### src/uart_tx_pkg.sv
package uart_tx_pkg;

  ////////////////////////////////////////////////////////////////////////////
  // widths and reset values
  ////////////////////////////////////////////////////////////////////////////

  parameter int DATA_W = 8;

  // 115200 / 12 = 9600 baud out of reset
  parameter logic [15:0] DIVISOR_RESET = 16'd12;

  // line status flags that are still implemented
  parameter int LSR_THRE_BIT = 5;
  parameter int LSR_TEMT_BIT = 6;

  ////////////////////////////////////////////////////////////////////////////
  // register map
  ////////////////////////////////////////////////////////////////////////////

  // offset 0 is THR or DLL and offset 1 is DLM, both selected by DLAB
  typedef enum logic [2:0] {
    ADDR_THR_DLL = 3'd0,
    ADDR_DLM     = 3'd1,
    ADDR_LCR     = 3'd3,
    ADDR_LSR     = 3'd5,
    ADDR_SCR     = 3'd7
  } reg_addr_e;

  // line control register layout
  typedef struct packed {
    logic       dlab;
    logic       break_ctl;
    logic       stick;
    logic       even;
    logic       parity_en;
    logic       stop2;
    logic [1:0] word_len;
  } lcr_t;

  // framing plus baud divisor, as seen by the serializer
  typedef struct packed {
    lcr_t        lcr;
    logic [15:0] divisor;
  } line_cfg_t;

endpackage

### src/tx_queue_if.sv
interface tx_queue_if #(
  parameter int DATA_W = uart_tx_pkg::DATA_W
);

  // producer side
  logic              push;
  logic [DATA_W-1:0] wdata;

  // fifo status
  logic              full;
  logic              empty;

  // consumer side, rdata is the head entry (show-ahead)
  logic              pop;
  logic [DATA_W-1:0] rdata;

  modport writer (output push, output wdata, input full, input empty);

  modport queue (input push, input wdata, input pop,
                 output full, output empty, output rdata);

  modport reader (output pop, input empty, input rdata);

endinterface

### src/uart_regs.sv
module uart_regs (
  input  logic                             reset,
  input  logic                             baudclk_221184kHz,
  input  logic                             wb_cyc,
  input  logic                             wb_stb,
  input  logic                             wb_we,
  input  logic [2:0]                       wb_adr,
  input  logic [uart_tx_pkg::DATA_W-1:0]   wb_dat_w,
  output logic                             wb_ack,
  output logic [uart_tx_pkg::DATA_W-1:0]   wb_dat_r,
  tx_queue_if.writer                       q,
  input  logic                             tx_busy,
  output uart_tx_pkg::line_cfg_t           line_cfg
);

  uart_tx_pkg::lcr_t                 lcr;
  logic [uart_tx_pkg::DATA_W-1:0]    dll;
  logic [uart_tx_pkg::DATA_W-1:0]    dlm;
  logic [uart_tx_pkg::DATA_W-1:0]    scr;
  logic [uart_tx_pkg::DATA_W-1:0]    lsr;
  uart_tx_pkg::reg_addr_e            addr;
  logic                              access;
  logic                              wr;

  ////////////////////////////////////////////////////////////////////////////
  // wishbone handshake
  ////////////////////////////////////////////////////////////////////////////

  // one-cycle ack, the master holds its request through it
  always_ff @(posedge baudclk_221184kHz or negedge reset)
  begin
    if (!reset)
    begin
      wb_ack <= 1'b0;
    end
    else
    begin
      wb_ack <= wb_cyc && wb_stb && !wb_ack;
    end
  end

  // everything below acts in the ack cycle
  assign access = wb_cyc && wb_stb && wb_ack;
  assign wr     = access && wb_we;
  assign addr   = uart_tx_pkg::reg_addr_e'(wb_adr);

  ////////////////////////////////////////////////////////////////////////////
  // register file
  ////////////////////////////////////////////////////////////////////////////

  always_ff @(posedge baudclk_221184kHz or negedge reset)
  begin
    if (!reset)
    begin
      lcr <= '0;
      dll <= uart_tx_pkg::DIVISOR_RESET[7:0];
      dlm <= uart_tx_pkg::DIVISOR_RESET[15:8];
      scr <= '0;
    end
    else if (wr)
    begin
      case (addr)
        uart_tx_pkg::ADDR_THR_DLL:
          if (lcr.dlab)
            dll <= wb_dat_w;
        uart_tx_pkg::ADDR_DLM:
          if (lcr.dlab)
            dlm <= wb_dat_w;
        uart_tx_pkg::ADDR_LCR: lcr <= uart_tx_pkg::lcr_t'(wb_dat_w);
        uart_tx_pkg::ADDR_SCR: scr <= wb_dat_w;
        default: ;
      endcase
    end
  end

  // THR write goes straight into the fifo, dropped when full
  assign q.push  = wr && (addr == uart_tx_pkg::ADDR_THR_DLL) && !lcr.dlab && !q.full;
  assign q.wdata = wb_dat_w;

  assign line_cfg.lcr     = lcr;
  assign line_cfg.divisor = {dlm, dll};

  ////////////////////////////////////////////////////////////////////////////
  // read path
  ////////////////////////////////////////////////////////////////////////////

  always_comb
  begin
    lsr = '0;
    lsr[uart_tx_pkg::LSR_THRE_BIT] = q.empty;
    // transmitter fully idle: nothing queued and no frame on the line
    lsr[uart_tx_pkg::LSR_TEMT_BIT] = q.empty && !tx_busy;
  end

  always_comb
  begin
    case (addr)
      uart_tx_pkg::ADDR_THR_DLL: wb_dat_r = lcr.dlab ? dll : '0;
      uart_tx_pkg::ADDR_DLM:     wb_dat_r = lcr.dlab ? dlm : '0;
      uart_tx_pkg::ADDR_LCR:     wb_dat_r = lcr;
      uart_tx_pkg::ADDR_LSR:     wb_dat_r = lsr;
      uart_tx_pkg::ADDR_SCR:     wb_dat_r = scr;
      default:                   wb_dat_r = '0;
    endcase
  end

  // a pushed byte shows up as THRE low on the next cycle
  push_fills_fifo: assert property (@(posedge baudclk_221184kHz) disable iff (!reset)
    q.push |=> !q.empty)
    else $error("tx fifo still empty after a push");

  // master keeps its request steady until it sees ack
  request_held: assert property (@(posedge baudclk_221184kHz) disable iff (!reset)
    wb_cyc && wb_stb && !wb_ack |=> wb_cyc && wb_stb && $stable(wb_we)
      && $stable(wb_adr) && $stable(wb_dat_w))
    else $error("wishbone request dropped or changed before ack");

endmodule

### src/tx_fifo.sv
module tx_fifo #(
  parameter int DEPTH = 16
) (
  input  logic        reset,
  input  logic        baudclk_221184kHz,
  tx_queue_if.queue   q
);

  localparam int AW = $clog2(DEPTH);

  logic [uart_tx_pkg::DATA_W-1:0] mem [DEPTH];

  // extra msb tells a full buffer from an empty one
  logic [AW:0] wr_ptr;
  logic [AW:0] rd_ptr;
  logic        do_push;
  logic        do_pop;

  assign q.empty = (wr_ptr == rd_ptr);
  assign q.full  = (wr_ptr[AW] != rd_ptr[AW]) && (wr_ptr[AW-1:0] == rd_ptr[AW-1:0]);

  assign do_push = q.push && !q.full;
  assign do_pop  = q.pop && !q.empty;

  // show-ahead head entry
  assign q.rdata = mem[rd_ptr[AW-1:0]];

  always_ff @(posedge baudclk_221184kHz)
  begin
    if (do_push)
    begin
      mem[wr_ptr[AW-1:0]] <= q.wdata;
    end
  end

  always_ff @(posedge baudclk_221184kHz or negedge reset)
  begin
    if (!reset)
    begin
      wr_ptr <= '0;
      rd_ptr <= '0;
    end
    else
    begin
      if (do_push)
        wr_ptr <= wr_ptr + 1'b1;
      if (do_pop)
        rd_ptr <= rd_ptr + 1'b1;
    end
  end

  // consumer must look at empty before popping
  no_pop_on_empty: assert property (@(posedge baudclk_221184kHz) disable iff (!reset)
    q.pop |-> !q.empty)
    else $error("pop on empty tx fifo");

endmodule

### src/uart_serializer.sv
module uart_serializer #(
  parameter int PRESCALE = 192
) (
  input  logic                    reset,
  input  logic                    baudclk_221184kHz,
  tx_queue_if.reader              q,
  input  uart_tx_pkg::line_cfg_t  line_cfg,
  output logic                    tx_busy,
  output logic                    tx
);

  localparam int DATA_W  = uart_tx_pkg::DATA_W;
  // start + data + parity + two stop bits at most
  localparam int FRAME_W = DATA_W + 4;
  localparam int PW      = (PRESCALE > 1) ? $clog2(PRESCALE) : 1;

  logic [PW-1:0]      pre_cnt;
  logic [15:0]        div_cnt;
  logic [15:0]        div_q;
  logic [3:0]         len_q;
  logic [3:0]         bit_cnt;
  logic [FRAME_W-1:0] shift_q;
  logic               load;
  logic               pre_tick;
  logic               bit_tick;
  logic [3:0]         data_len;
  logic [3:0]         frame_len;
  logic [DATA_W-1:0]  masked;
  logic               parity;
  logic [FRAME_W-1:0] frame;

  assign load  = !tx_busy && !q.empty;
  assign q.pop = load;
  assign tx    = shift_q[0];

  ////////////////////////////////////////////////////////////////////////////
  // baud tick, both counters restart with each frame
  ////////////////////////////////////////////////////////////////////////////

  assign pre_tick = (pre_cnt == PW'(PRESCALE - 1));
  assign bit_tick = tx_busy && pre_tick && (div_cnt == div_q - 16'd1);

  always_ff @(posedge baudclk_221184kHz or negedge reset)
  begin
    if (!reset)
    begin
      pre_cnt <= '0;
      div_cnt <= '0;
    end
    else if (load)
    begin
      pre_cnt <= '0;
      div_cnt <= '0;
    end
    else if (tx_busy)
    begin
      if (pre_tick)
      begin
        pre_cnt <= '0;
        div_cnt <= (div_cnt == div_q - 16'd1) ? 16'd0 : div_cnt + 16'd1;
      end
      else
      begin
        pre_cnt <= pre_cnt + 1'b1;
      end
    end
  end

  ////////////////////////////////////////////////////////////////////////////
  // frame build
  ////////////////////////////////////////////////////////////////////////////

  always_comb
  begin
    data_len = 4'd5 + {2'b00, line_cfg.lcr.word_len};
    masked   = '0;
    for (int i = 0; i < DATA_W; i++)
    begin
      if (i < data_len)
        masked[i] = q.rdata[i];
    end
    // stick parity sends the inverse of the even bit
    if (line_cfg.lcr.stick)
      parity = !line_cfg.lcr.even;
    else
      parity = (^masked) ^ !line_cfg.lcr.even;
    // unused upper bits stay 1 and form the stop bits
    frame    = '1;
    frame[0] = 1'b0;
    frame[DATA_W:1] = masked | ~({DATA_W{1'b1}} >> (4'd8 - data_len));
    if (line_cfg.lcr.parity_en)
      frame[data_len + 4'd1] = parity;
    frame_len = data_len + 4'd2 + {3'b000, line_cfg.lcr.parity_en}
              + {3'b000, line_cfg.lcr.stop2};
  end

  // shift out lsb first, refilling with idle level
  always_ff @(posedge baudclk_221184kHz or negedge reset)
  begin
    if (!reset)
    begin
      tx_busy <= 1'b0;
      shift_q <= '1;
      bit_cnt <= '0;
      len_q   <= '0;
      div_q   <= 16'd1;
    end
    else if (load)
    begin
      tx_busy <= 1'b1;
      shift_q <= frame;
      bit_cnt <= '0;
      len_q   <= frame_len;
      div_q   <= (line_cfg.divisor == 16'd0) ? 16'd1 : line_cfg.divisor;
    end
    else if (bit_tick)
    begin
      shift_q <= {1'b1, shift_q[FRAME_W-1:1]};
      bit_cnt <= bit_cnt + 4'd1;
      if (bit_cnt == len_q - 4'd1)
        tx_busy <= 1'b0;
    end
  end

  line_idle_high: assert property (@(posedge baudclk_221184kHz) disable iff (!reset)
    !tx_busy |-> tx)
    else $error("tx low while serializer idle");

endmodule

### src/uart_tx_top.sv
module uart_tx_top #(
  parameter int PRESCALE = 192,
  parameter int DEPTH    = 16
) (
  input  logic                             reset,
  input  logic                             baudclk_221184kHz,
  input  logic                             wb_cyc,
  input  logic                             wb_stb,
  input  logic                             wb_we,
  input  logic [2:0]                       wb_adr,
  input  logic [uart_tx_pkg::DATA_W-1:0]   wb_dat_w,
  output logic                             wb_ack,
  output logic [uart_tx_pkg::DATA_W-1:0]   wb_dat_r,
  output logic                             tx
);

  uart_tx_pkg::line_cfg_t line_cfg;
  logic                   tx_busy;

  // regs push, fifo buffers, serializer drains
  tx_queue_if #(.DATA_W(uart_tx_pkg::DATA_W)) tx_q ();

  uart_regs uart_regs_inst (
    .reset             (reset),
    .baudclk_221184kHz (baudclk_221184kHz),
    .wb_cyc            (wb_cyc),
    .wb_stb            (wb_stb),
    .wb_we             (wb_we),
    .wb_adr            (wb_adr),
    .wb_dat_w          (wb_dat_w),
    .wb_ack            (wb_ack),
    .wb_dat_r          (wb_dat_r),
    .q                 (tx_q.writer),
    .tx_busy           (tx_busy),
    .line_cfg          (line_cfg)
  );

  tx_fifo #(.DEPTH(DEPTH)) tx_fifo_inst (
    .reset             (reset),
    .baudclk_221184kHz (baudclk_221184kHz),
    .q                 (tx_q.queue)
  );

  uart_serializer #(.PRESCALE(PRESCALE)) uart_serializer_inst (
    .reset             (reset),
    .baudclk_221184kHz (baudclk_221184kHz),
    .q                 (tx_q.reader),
    .line_cfg          (line_cfg),
    .tx_busy           (tx_busy),
    .tx                (tx)
  );

endmodule

### config.mk
export PLATFORM = sky130hd
export DESIGN_NAME = uart_tx_top
export DESIGN_NICKNAME = d
export VERILOG_FILES = /design/src/uart_tx_pkg.sv /design/src/tx_queue_if.sv /design/src/uart_regs.sv /design/src/tx_fifo.sv /design/src/uart_serializer.sv /design/src/uart_tx_top.sv
export SDC_FILE = /design/constraint.sdc
export NUM_CORES = 1
export LEC_CHECK = 0
export CORE_ASPECT_RATIO = 1.4
export CORE_UTILIZATION = 42
export CTS_CLUSTER_SIZE = 24
export DETAILED_ROUTE_END_ITERATION = 10
export DONT_BUFFER_PORTS = 1
export PLACE_DENSITY = 0.68
export SLEW_MARGIN = 0
export SYNTH_ARGS = -nofsm -noshare
export SYNTH_HDL_FRONTEND = slang
export SYNTH_SLANG_ARGS = --single-unit
### constraint.sdc
create_clock -name baudclk_221184kHz -period 4.4 [get_ports baudclk_221184kHz]
set_clock_uncertainty 0.15 [all_clocks]
set_input_delay 0.44 -clock baudclk_221184kHz [delete_from_list [all_inputs] [get_ports baudclk_221184kHz]]
set_output_delay 0.44 -clock baudclk_221184kHz [all_outputs]
set_load 0.02 [all_outputs]
==> metrics.csv, run 1 <==
metric;value;unit
EDFF count, synth;128;
commonest cells after routing, fill and taps aside;edfxtp_1 (128), nand2_1 (101), dfrtp_1 (88);
CTS tree;yes;
number of DRC markers in iteration 0;418;
die span in x;138;um
worst min path class;primary input to register;
Post-route DRC;0;
Compound-Gate Fraction of Synth Area;0.0870;
mapped cell area;10900;sq um
PD cells;365;nW/um^2
Comb pwr share;0.042;
initial antenna violation count;3;
DRT Pass-1 Iters;5;
vias in the first global route;6827;
clock transition at the registers of the reported paths;0.06;ns
Max Cap Violations;0;
Worst Path Buf+Inv;1;
# setup viols final;0;
# fillers;2212;
top-area cell type share of the netlist area;0.353;
Worst path top cell family by delay;simple AND/OR/NAND/NOR gates;
Syn Area/Cell;13.0;sq um
Tmin final;3.75;ns
Yosys cell types;79;
final critical-path share of the clock period;0.852;
Fin Hold WS;0.151;ns
std cell rows;69;
critical path arrival;3.16;ns
Pleak;4.84;nW
largest net degree at the start of global routing;105;
fraction of synthesis flops using an asynchronous set or reset pin;0.448;
Worst Max-Slew Pin Slew;0.957;ns
RSZ-0062 raised after global routing;false;
crit-path max FO;18;
XOR/XNOR Fraction of Synth Area;0.0522;
Max Freq;0.267;GHz
leading cell type in the layout, fill and taps excluded;edfxtp_1;
buffers from clock root to sink, at most;3;
Layout area overhead;11.8;%
top_reg_cell synth;edfxtp_1;
switch share;0.211;
layout cells sized above 1;0.168;
global-route wire length before repair;38200;um
Synth area leader;edfxtp_1;
kind of critical path;register to output port;
Pint;0.00351;W
Clock H-tree levels;1;
Critical Path RT;3.81;ns
multi-input logic area;4120;sq um
Die ar.;26600;sq um
Seq. cell area;6470;sq um
critical-path cell list;buf_4 -> xor2_1 -> nor4_1 -> nor2b_1 -> and2_0 -> a31o_2;
clock share of power;0.431;
synth top area cells;edfxtp_1 (35%), dfrtp_1 (20%), mux4_2 (3.9%);
mux contribution to synthesized area;0.107;
post-route ant nets;0;
final-stage net count;905;
Fin Setup TNS;0;ns
sequential element share of the synthesized area;0.593;
syn_nets;873;
DP Wirelength;16400;um
switching pwr;0.000938;W
placer congestion estimate;0.904;
Warnings, synthesis;0;
Initial Util;0.428;
Root Driver;clkbuf_16;
Routed Wire Length;24100;um
detailed-route via count;6751;
Worst slew margin;0.360;
Worst VDD drop;0.000319;V
CP max stage cell;dfrtp_2;
Die Y;193;um
num ports;26;
final hold vios;0;
CP endpoint kind;output port;
adder-cell share of the synthesized area;0.0225;
clk sink count;232;
main combinational cell family by area after synthesis;simple AND/OR/NAND/NOR gates;
critical path's largest stage delay;0.71;ns
outcome;completed;
DR vias/cell;5.60;
DR WL/cell;20.0;um
TritonCTS buffer count;24;
Worst setup SP type;register;
GRT Total Usage;0.188;
Overflow after GRT;0;
flops & latches, synth;232;
part of the power in registers;0.527;
final slew viol count;0;
Buffers on Ports;0;
Simple-Gate Fraction of Synth Area;0.110;
later-pin clock latency in the skew report;0.52;ns
Gate Count Post-Synth;838;
Core Area;25500;sq um
==> synth_stat cells (3+ instances only) <==
master / count
edfxtp_1: 128
nand2_1: 101
dfrtp_1: 89
nor2_1: 50
o21ai_0: 46
xnor2_1: 33
mux2_2: 29
mux2i_1: 25
xor2_1: 22
clkbuf_1: 21
inv_1: 20
mux4_2: 19
a22oi_1: 18
ha_1: 18
dfstp_2: 15
nand3_1: 15
a21oi_1: 13
and3_1: 12
nand2b_1: 12
nor3_1: 12
a221oi_1: 11
nand4_1: 9
nor4_1: 8
o21ai_1: 8
nor2b_1: 7
buf_6: 6
mux4_1: 6
a31oi_1: 5
buf_2: 5
and2_1: 4
o31ai_1: 4
a31o_2: 3
buf_1: 3
or3_1: 3
==> worst reg2reg max path: stages, from the launching register on <==
cell and delay [ns]:
dfrtp_2 0.71, buf_4 0.36, mux4_2 0.53, a22oi_1 0.26, a21oi_1 0.14, xnor3_1 0.37, xor3_2 0.46, a21oi_1 0.10
o21ba_2 0.22, o31ai_1 0.26
==> metal layers <==
| layer | global-route usage | share of wire |
|---|---|---|
| met5 | 0 | 0 |
| met2 | 0.343 | 0.53 |
| met1 | 0.215 | 0.39 |
| met3 | 0.0231 | 0.040 |
| met4 | 0.103 | 0.049 |
==> sequential cells by signal, indices dropped and copies added, names as in the netlist <==
register / count
uart_serializer_inst.bit_cnt: 4
uart_regs_inst.dlm: 8
uart_serializer_inst.len_q: 4
tx_fifo_inst.wr_ptr: 5
uart_regs_inst.line_cfg: 8
tx_fifo_inst.mem: 128
uart_regs_inst.scr: 8
uart_serializer_inst.pre_cnt: 8
uart_serializer_inst.shift_q: 12
uart_regs_inst.wb_ack: 1
uart_serializer_inst.div_q: 16
uart_serializer_inst.tx_busy: 1
uart_regs_inst.dll: 8
tx_fifo_inst.rd_ptr: 5
uart_serializer_inst.div_cnt: 16
==> layout make-up <==
class,count,share of cell area
flip-flops and latches,232,0.531
multi-input cells,547,0.338
clock buffers,31,0.0514
well taps,319,0.0328
repair buffers,45,0.0318
clock inverters,10,0.00873
inverters,20,0.00616
diodes,1,0.000205
==> stage by stage <==
| stage | utilization | worst slack [ns] | std cells | instance area, sq um | power, W |
|---|---|---|---|---|---|
| 5_1_grt | 0.478 | 0.383 | 1205 | 12200 | 0.00459 |
| 3_3_place_gp | 0.444 | 0.811 | 1150 | 11300 | 0.00251 |
| 2_1_floorplan | - | 1.29 | 838 | 10900 | 0.00249 |
| 6_report | 0.478 | 0.651 | 1205 | 12200 | 0.00444 |
| 3_5_place_dp | 0.444 | 0.750 | 1150 | 11300 | 0.00252 |
| 4_1_cts | 0.478 | 0.603 | 1204 | 12200 | 0.00449 |
==> what timing repair did <==
action                                  in CTS  in global routing
hold buffers                                13                  0
buffers inserted                             0                  0
endpoints found under the setup margin       0                  0
endpoints found under the hold margin      267                  0
resized for setup                            0                  0
==> power groups by stage <==
stage	combinational [W]	sequential, W	clock (W)
floorplan	0.000114	0.00237	0
global placement	0.000128	0.00239	0
detailed placement	0.000130	0.00239	0
CTS	0.000188	0.00234	0.00196
global route	0.000206	0.00235	0.00204
finish	0.000186	0.00234	0.00191
==> cells by family after synthesis <==
kind of cell / Yosys count
flops: 232
simple gates: 251
compound gates: 139
fa+ha+maj: 19
mux: 79
xor+xnor: 59
buf+inv: 59
==> worst paths after layout <==
kind                            slack [ns]                             from                               end  depth (start not counted)
worst max-delay path                  0.65           tx_fifo_inst.rd_ptr[0]                       wb_dat_r[6]                          6
worst min register to register        0.32  uart_serializer_inst.shift_q[3]   uart_serializer_inst.shift_q[3]                          2
min in group asynchronous             0.37                            reset   uart_serializer_inst.div_cnt[3]                          2
max in group asynchronous             3.31                            reset     uart_serializer_inst.div_q[0]                          2
worst max register to register        0.75           tx_fifo_inst.rd_ptr[0]  uart_serializer_inst.shift_q[10]                          9
worst min-delay path                  0.15                        wb_adr[2]       uart_regs_inst.line_cfg[21]                          3
(Power assumes the default switching activity.)
==> inputs of run 2 (changes only) <==
--- a/config.mk
+++ b/config.mk
@@ -5,12 +5,12 @@
 export SDC_FILE = /design/constraint.sdc
 export NUM_CORES = 1
 export LEC_CHECK = 0
+export BUFFER_PORTS_ARGS = -buffer_cell sky130_fd_sc_hd__clkbuf_2
 export CORE_ASPECT_RATIO = 1.4
 export CORE_UTILIZATION = 42
 export CTS_CLUSTER_SIZE = 24
 export DETAILED_ROUTE_END_ITERATION = 10
-export DONT_BUFFER_PORTS = 1
-export PLACE_DENSITY = 0.68
+export PLACE_DENSITY = 0.69
 export SLEW_MARGIN = 0
 export SYNTH_ARGS = -nofsm -noshare
 export SYNTH_HDL_FRONTEND = slang
==> run 2 against run 1 <==
- the flow now finishes with violations (DRC)
- largest cell class unchanged
- first-iteration DRC count shrank 21%
- flip-flop and latch count stayed put
- cell count grew 1.2%
- global-route usage about the same
- sequential share of layout area about the same
- routed wire length grew 0.76%
- via count up 0.43%
- die area unchanged
- maximum frequency is 3.9% lower
- worst setup slack lost 0.15 ns
==> metrics.csv, run 2 (same netlist as run 1, synthesis figures left out) <==
metric;value;unit
outcome;finished with violations;
failing checks;DRC;
PD cells;363;nW/um^2
Die ar.;26600;sq um
Design Area, Final;12200;sq um
Max Freq;0.256;GHz
initial antenna violation count;0;
Worst slew margin;0.302;
Critical Path RT;3.81;ns
Layout area overhead;11.9;%
Clock H-tree levels;1;
Routed Wire Length;24300;um
number of DRC markers in iteration 0;329;
Worst Max-Slew Pin Slew;1.05;ns
Initial Util;0.428;
Post-route DRC;2;
DR vias/cell;5.56;
commonest cells after routing, fill and taps aside;edfxtp_1 (128), nand2_1 (101), dfrtp_1 (88);
vias in the first global route;6867;
DP Wirelength;16800;um
Overflow after GRT;0;
# setup viols final;0;
Pleak;4.87;nW
Worst setup SP type;register;
DR WL/cell;19.9;um
critical path arrival;3.31;ns
CTS tree;yes;
final-stage net count;918;
leading cell type in the layout, fill and taps excluded;edfxtp_1;
placer congestion estimate;0.819;
worst min path class;register to register;
layout cells sized above 1;0.196;
Root Driver;clkbuf_16;
Fin Setup TNS;0;ns
final critical-path share of the clock period;0.886;
TritonCTS buffer count;24;
kind of critical path;register to output port;
DRT Pass-1 Iters;8;
Max Cap Violations;0;
Buffers on Ports;25;
post-route ant nets;0;
dpl cell area;11400;sq um
std cell rows;69;
num ports;26;
Core Area;25500;sq um
CTS resizes;0;
GRT Total Usage;0.188;
buffers from clock root to sink, at most;3;
Die Y;193;um
crit-path max FO;13;
global-route wire length before repair;38400;um
die span in x;138;um
clock transition at the registers of the reported paths;0.06;ns
CP endpoint kind;output port;
clk sink count;232;
Worst VDD drop;0.000364;V
final slew viol count;0;
detailed-route via count;6780;
largest net degree at the start of global routing;82;
Tmin final;3.90;ns
later-pin clock latency in the skew report;0.52;ns
final hold vios;0;
RSZ-0062 raised after global routing;false;
diode count;0;
Largest register FFs;128;
[run 2: power by group]
group          switching (W)  internal (W)  total [W]
Sequential         0.0000283       0.00232    0.00234
Combinational       0.000120     0.0000716   0.000192
Clock               0.000826       0.00106    0.00188
Total               0.000975       0.00344    0.00442
[run 2: final cells by class]
| class | instances | area [sq um] |
|---|---|---|
| fill | 2214 | 13300 |
| sequential | 232 | 6470 |
| multi-input combinational | 547 | 4120 |
| clock buffer | 26 | 608 |
| tap | 319 | 399 |
| timing repair buffer | 58 | 395 |
| clock inverter | 17 | 124 |
| inverter | 20 | 75.1 |
[run 2: per-layer routing]
layer	up-vias	wire length [um]	track usage
li1	3187	-	-
met1	3409	9530	0.215
met2	131	13200	0.362
met3	53	797	0.0206
met4	0	784	0.0670
met5	-	0	0
[run 2: worst paths after layout]
kind	start	to	slack [ns]	cells after the start
min	uart_regs_inst.wb_ack	uart_regs_inst.wb_ack	0.30	1
max in group asynchronous	reset	tx_fifo_inst.wr_ptr[1]	2.64	3
max reg2reg	uart_serializer_inst.div_q[0]	uart_serializer_inst.tx_busy	0.82	11
min in group asynchronous	reset	uart_serializer_inst.div_cnt[4]	0.51	2
max	tx_fifo_inst.rd_ptr[0]	wb_dat_r[6]	0.50	8
min reg2reg	uart_regs_inst.wb_ack	uart_regs_inst.wb_ack	0.30	1
[run 2: worst max-delay path: stages (launching register included)]
cell and delay [ns]:
dfrtp_2 0.56, buf_12 0.23, xor2_1 0.16, nor4_1 0.54
nor2b_1 0.21, buf_4 0.21, and2_0 0.47, a31o_2 0.24
clkbuf_2 0.16
[run 2: timing repair]
action	4_1_cts	5_1_grt
hold buffers	3	0
buffers inserted	0	0
setup endpoints to repair	0	0
hold endpoints to repair	6	0
[run 2: per-stage QoR]
| step | hold WS [ns] | power [W] | instances | setup slack, ns | utilization |
|---|---|---|---|---|---|
| after floorplan | -0.00559 | 0.00249 | 838 | 1.29 | - |
| after global placement | 0.282 | 0.00257 | 1173 | 0.839 | 0.449 |
| after detailed placement | 0.294 | 0.00258 | 1173 | 0.813 | 0.449 |
| after CTS | 0.299 | 0.00446 | 1219 | 0.487 | 0.479 |
| after global routing | 0.313 | 0.00455 | 1219 | 0.374 | 0.479 |
| final | 0.302 | 0.00442 | 1219 | 0.501 | 0.479 |
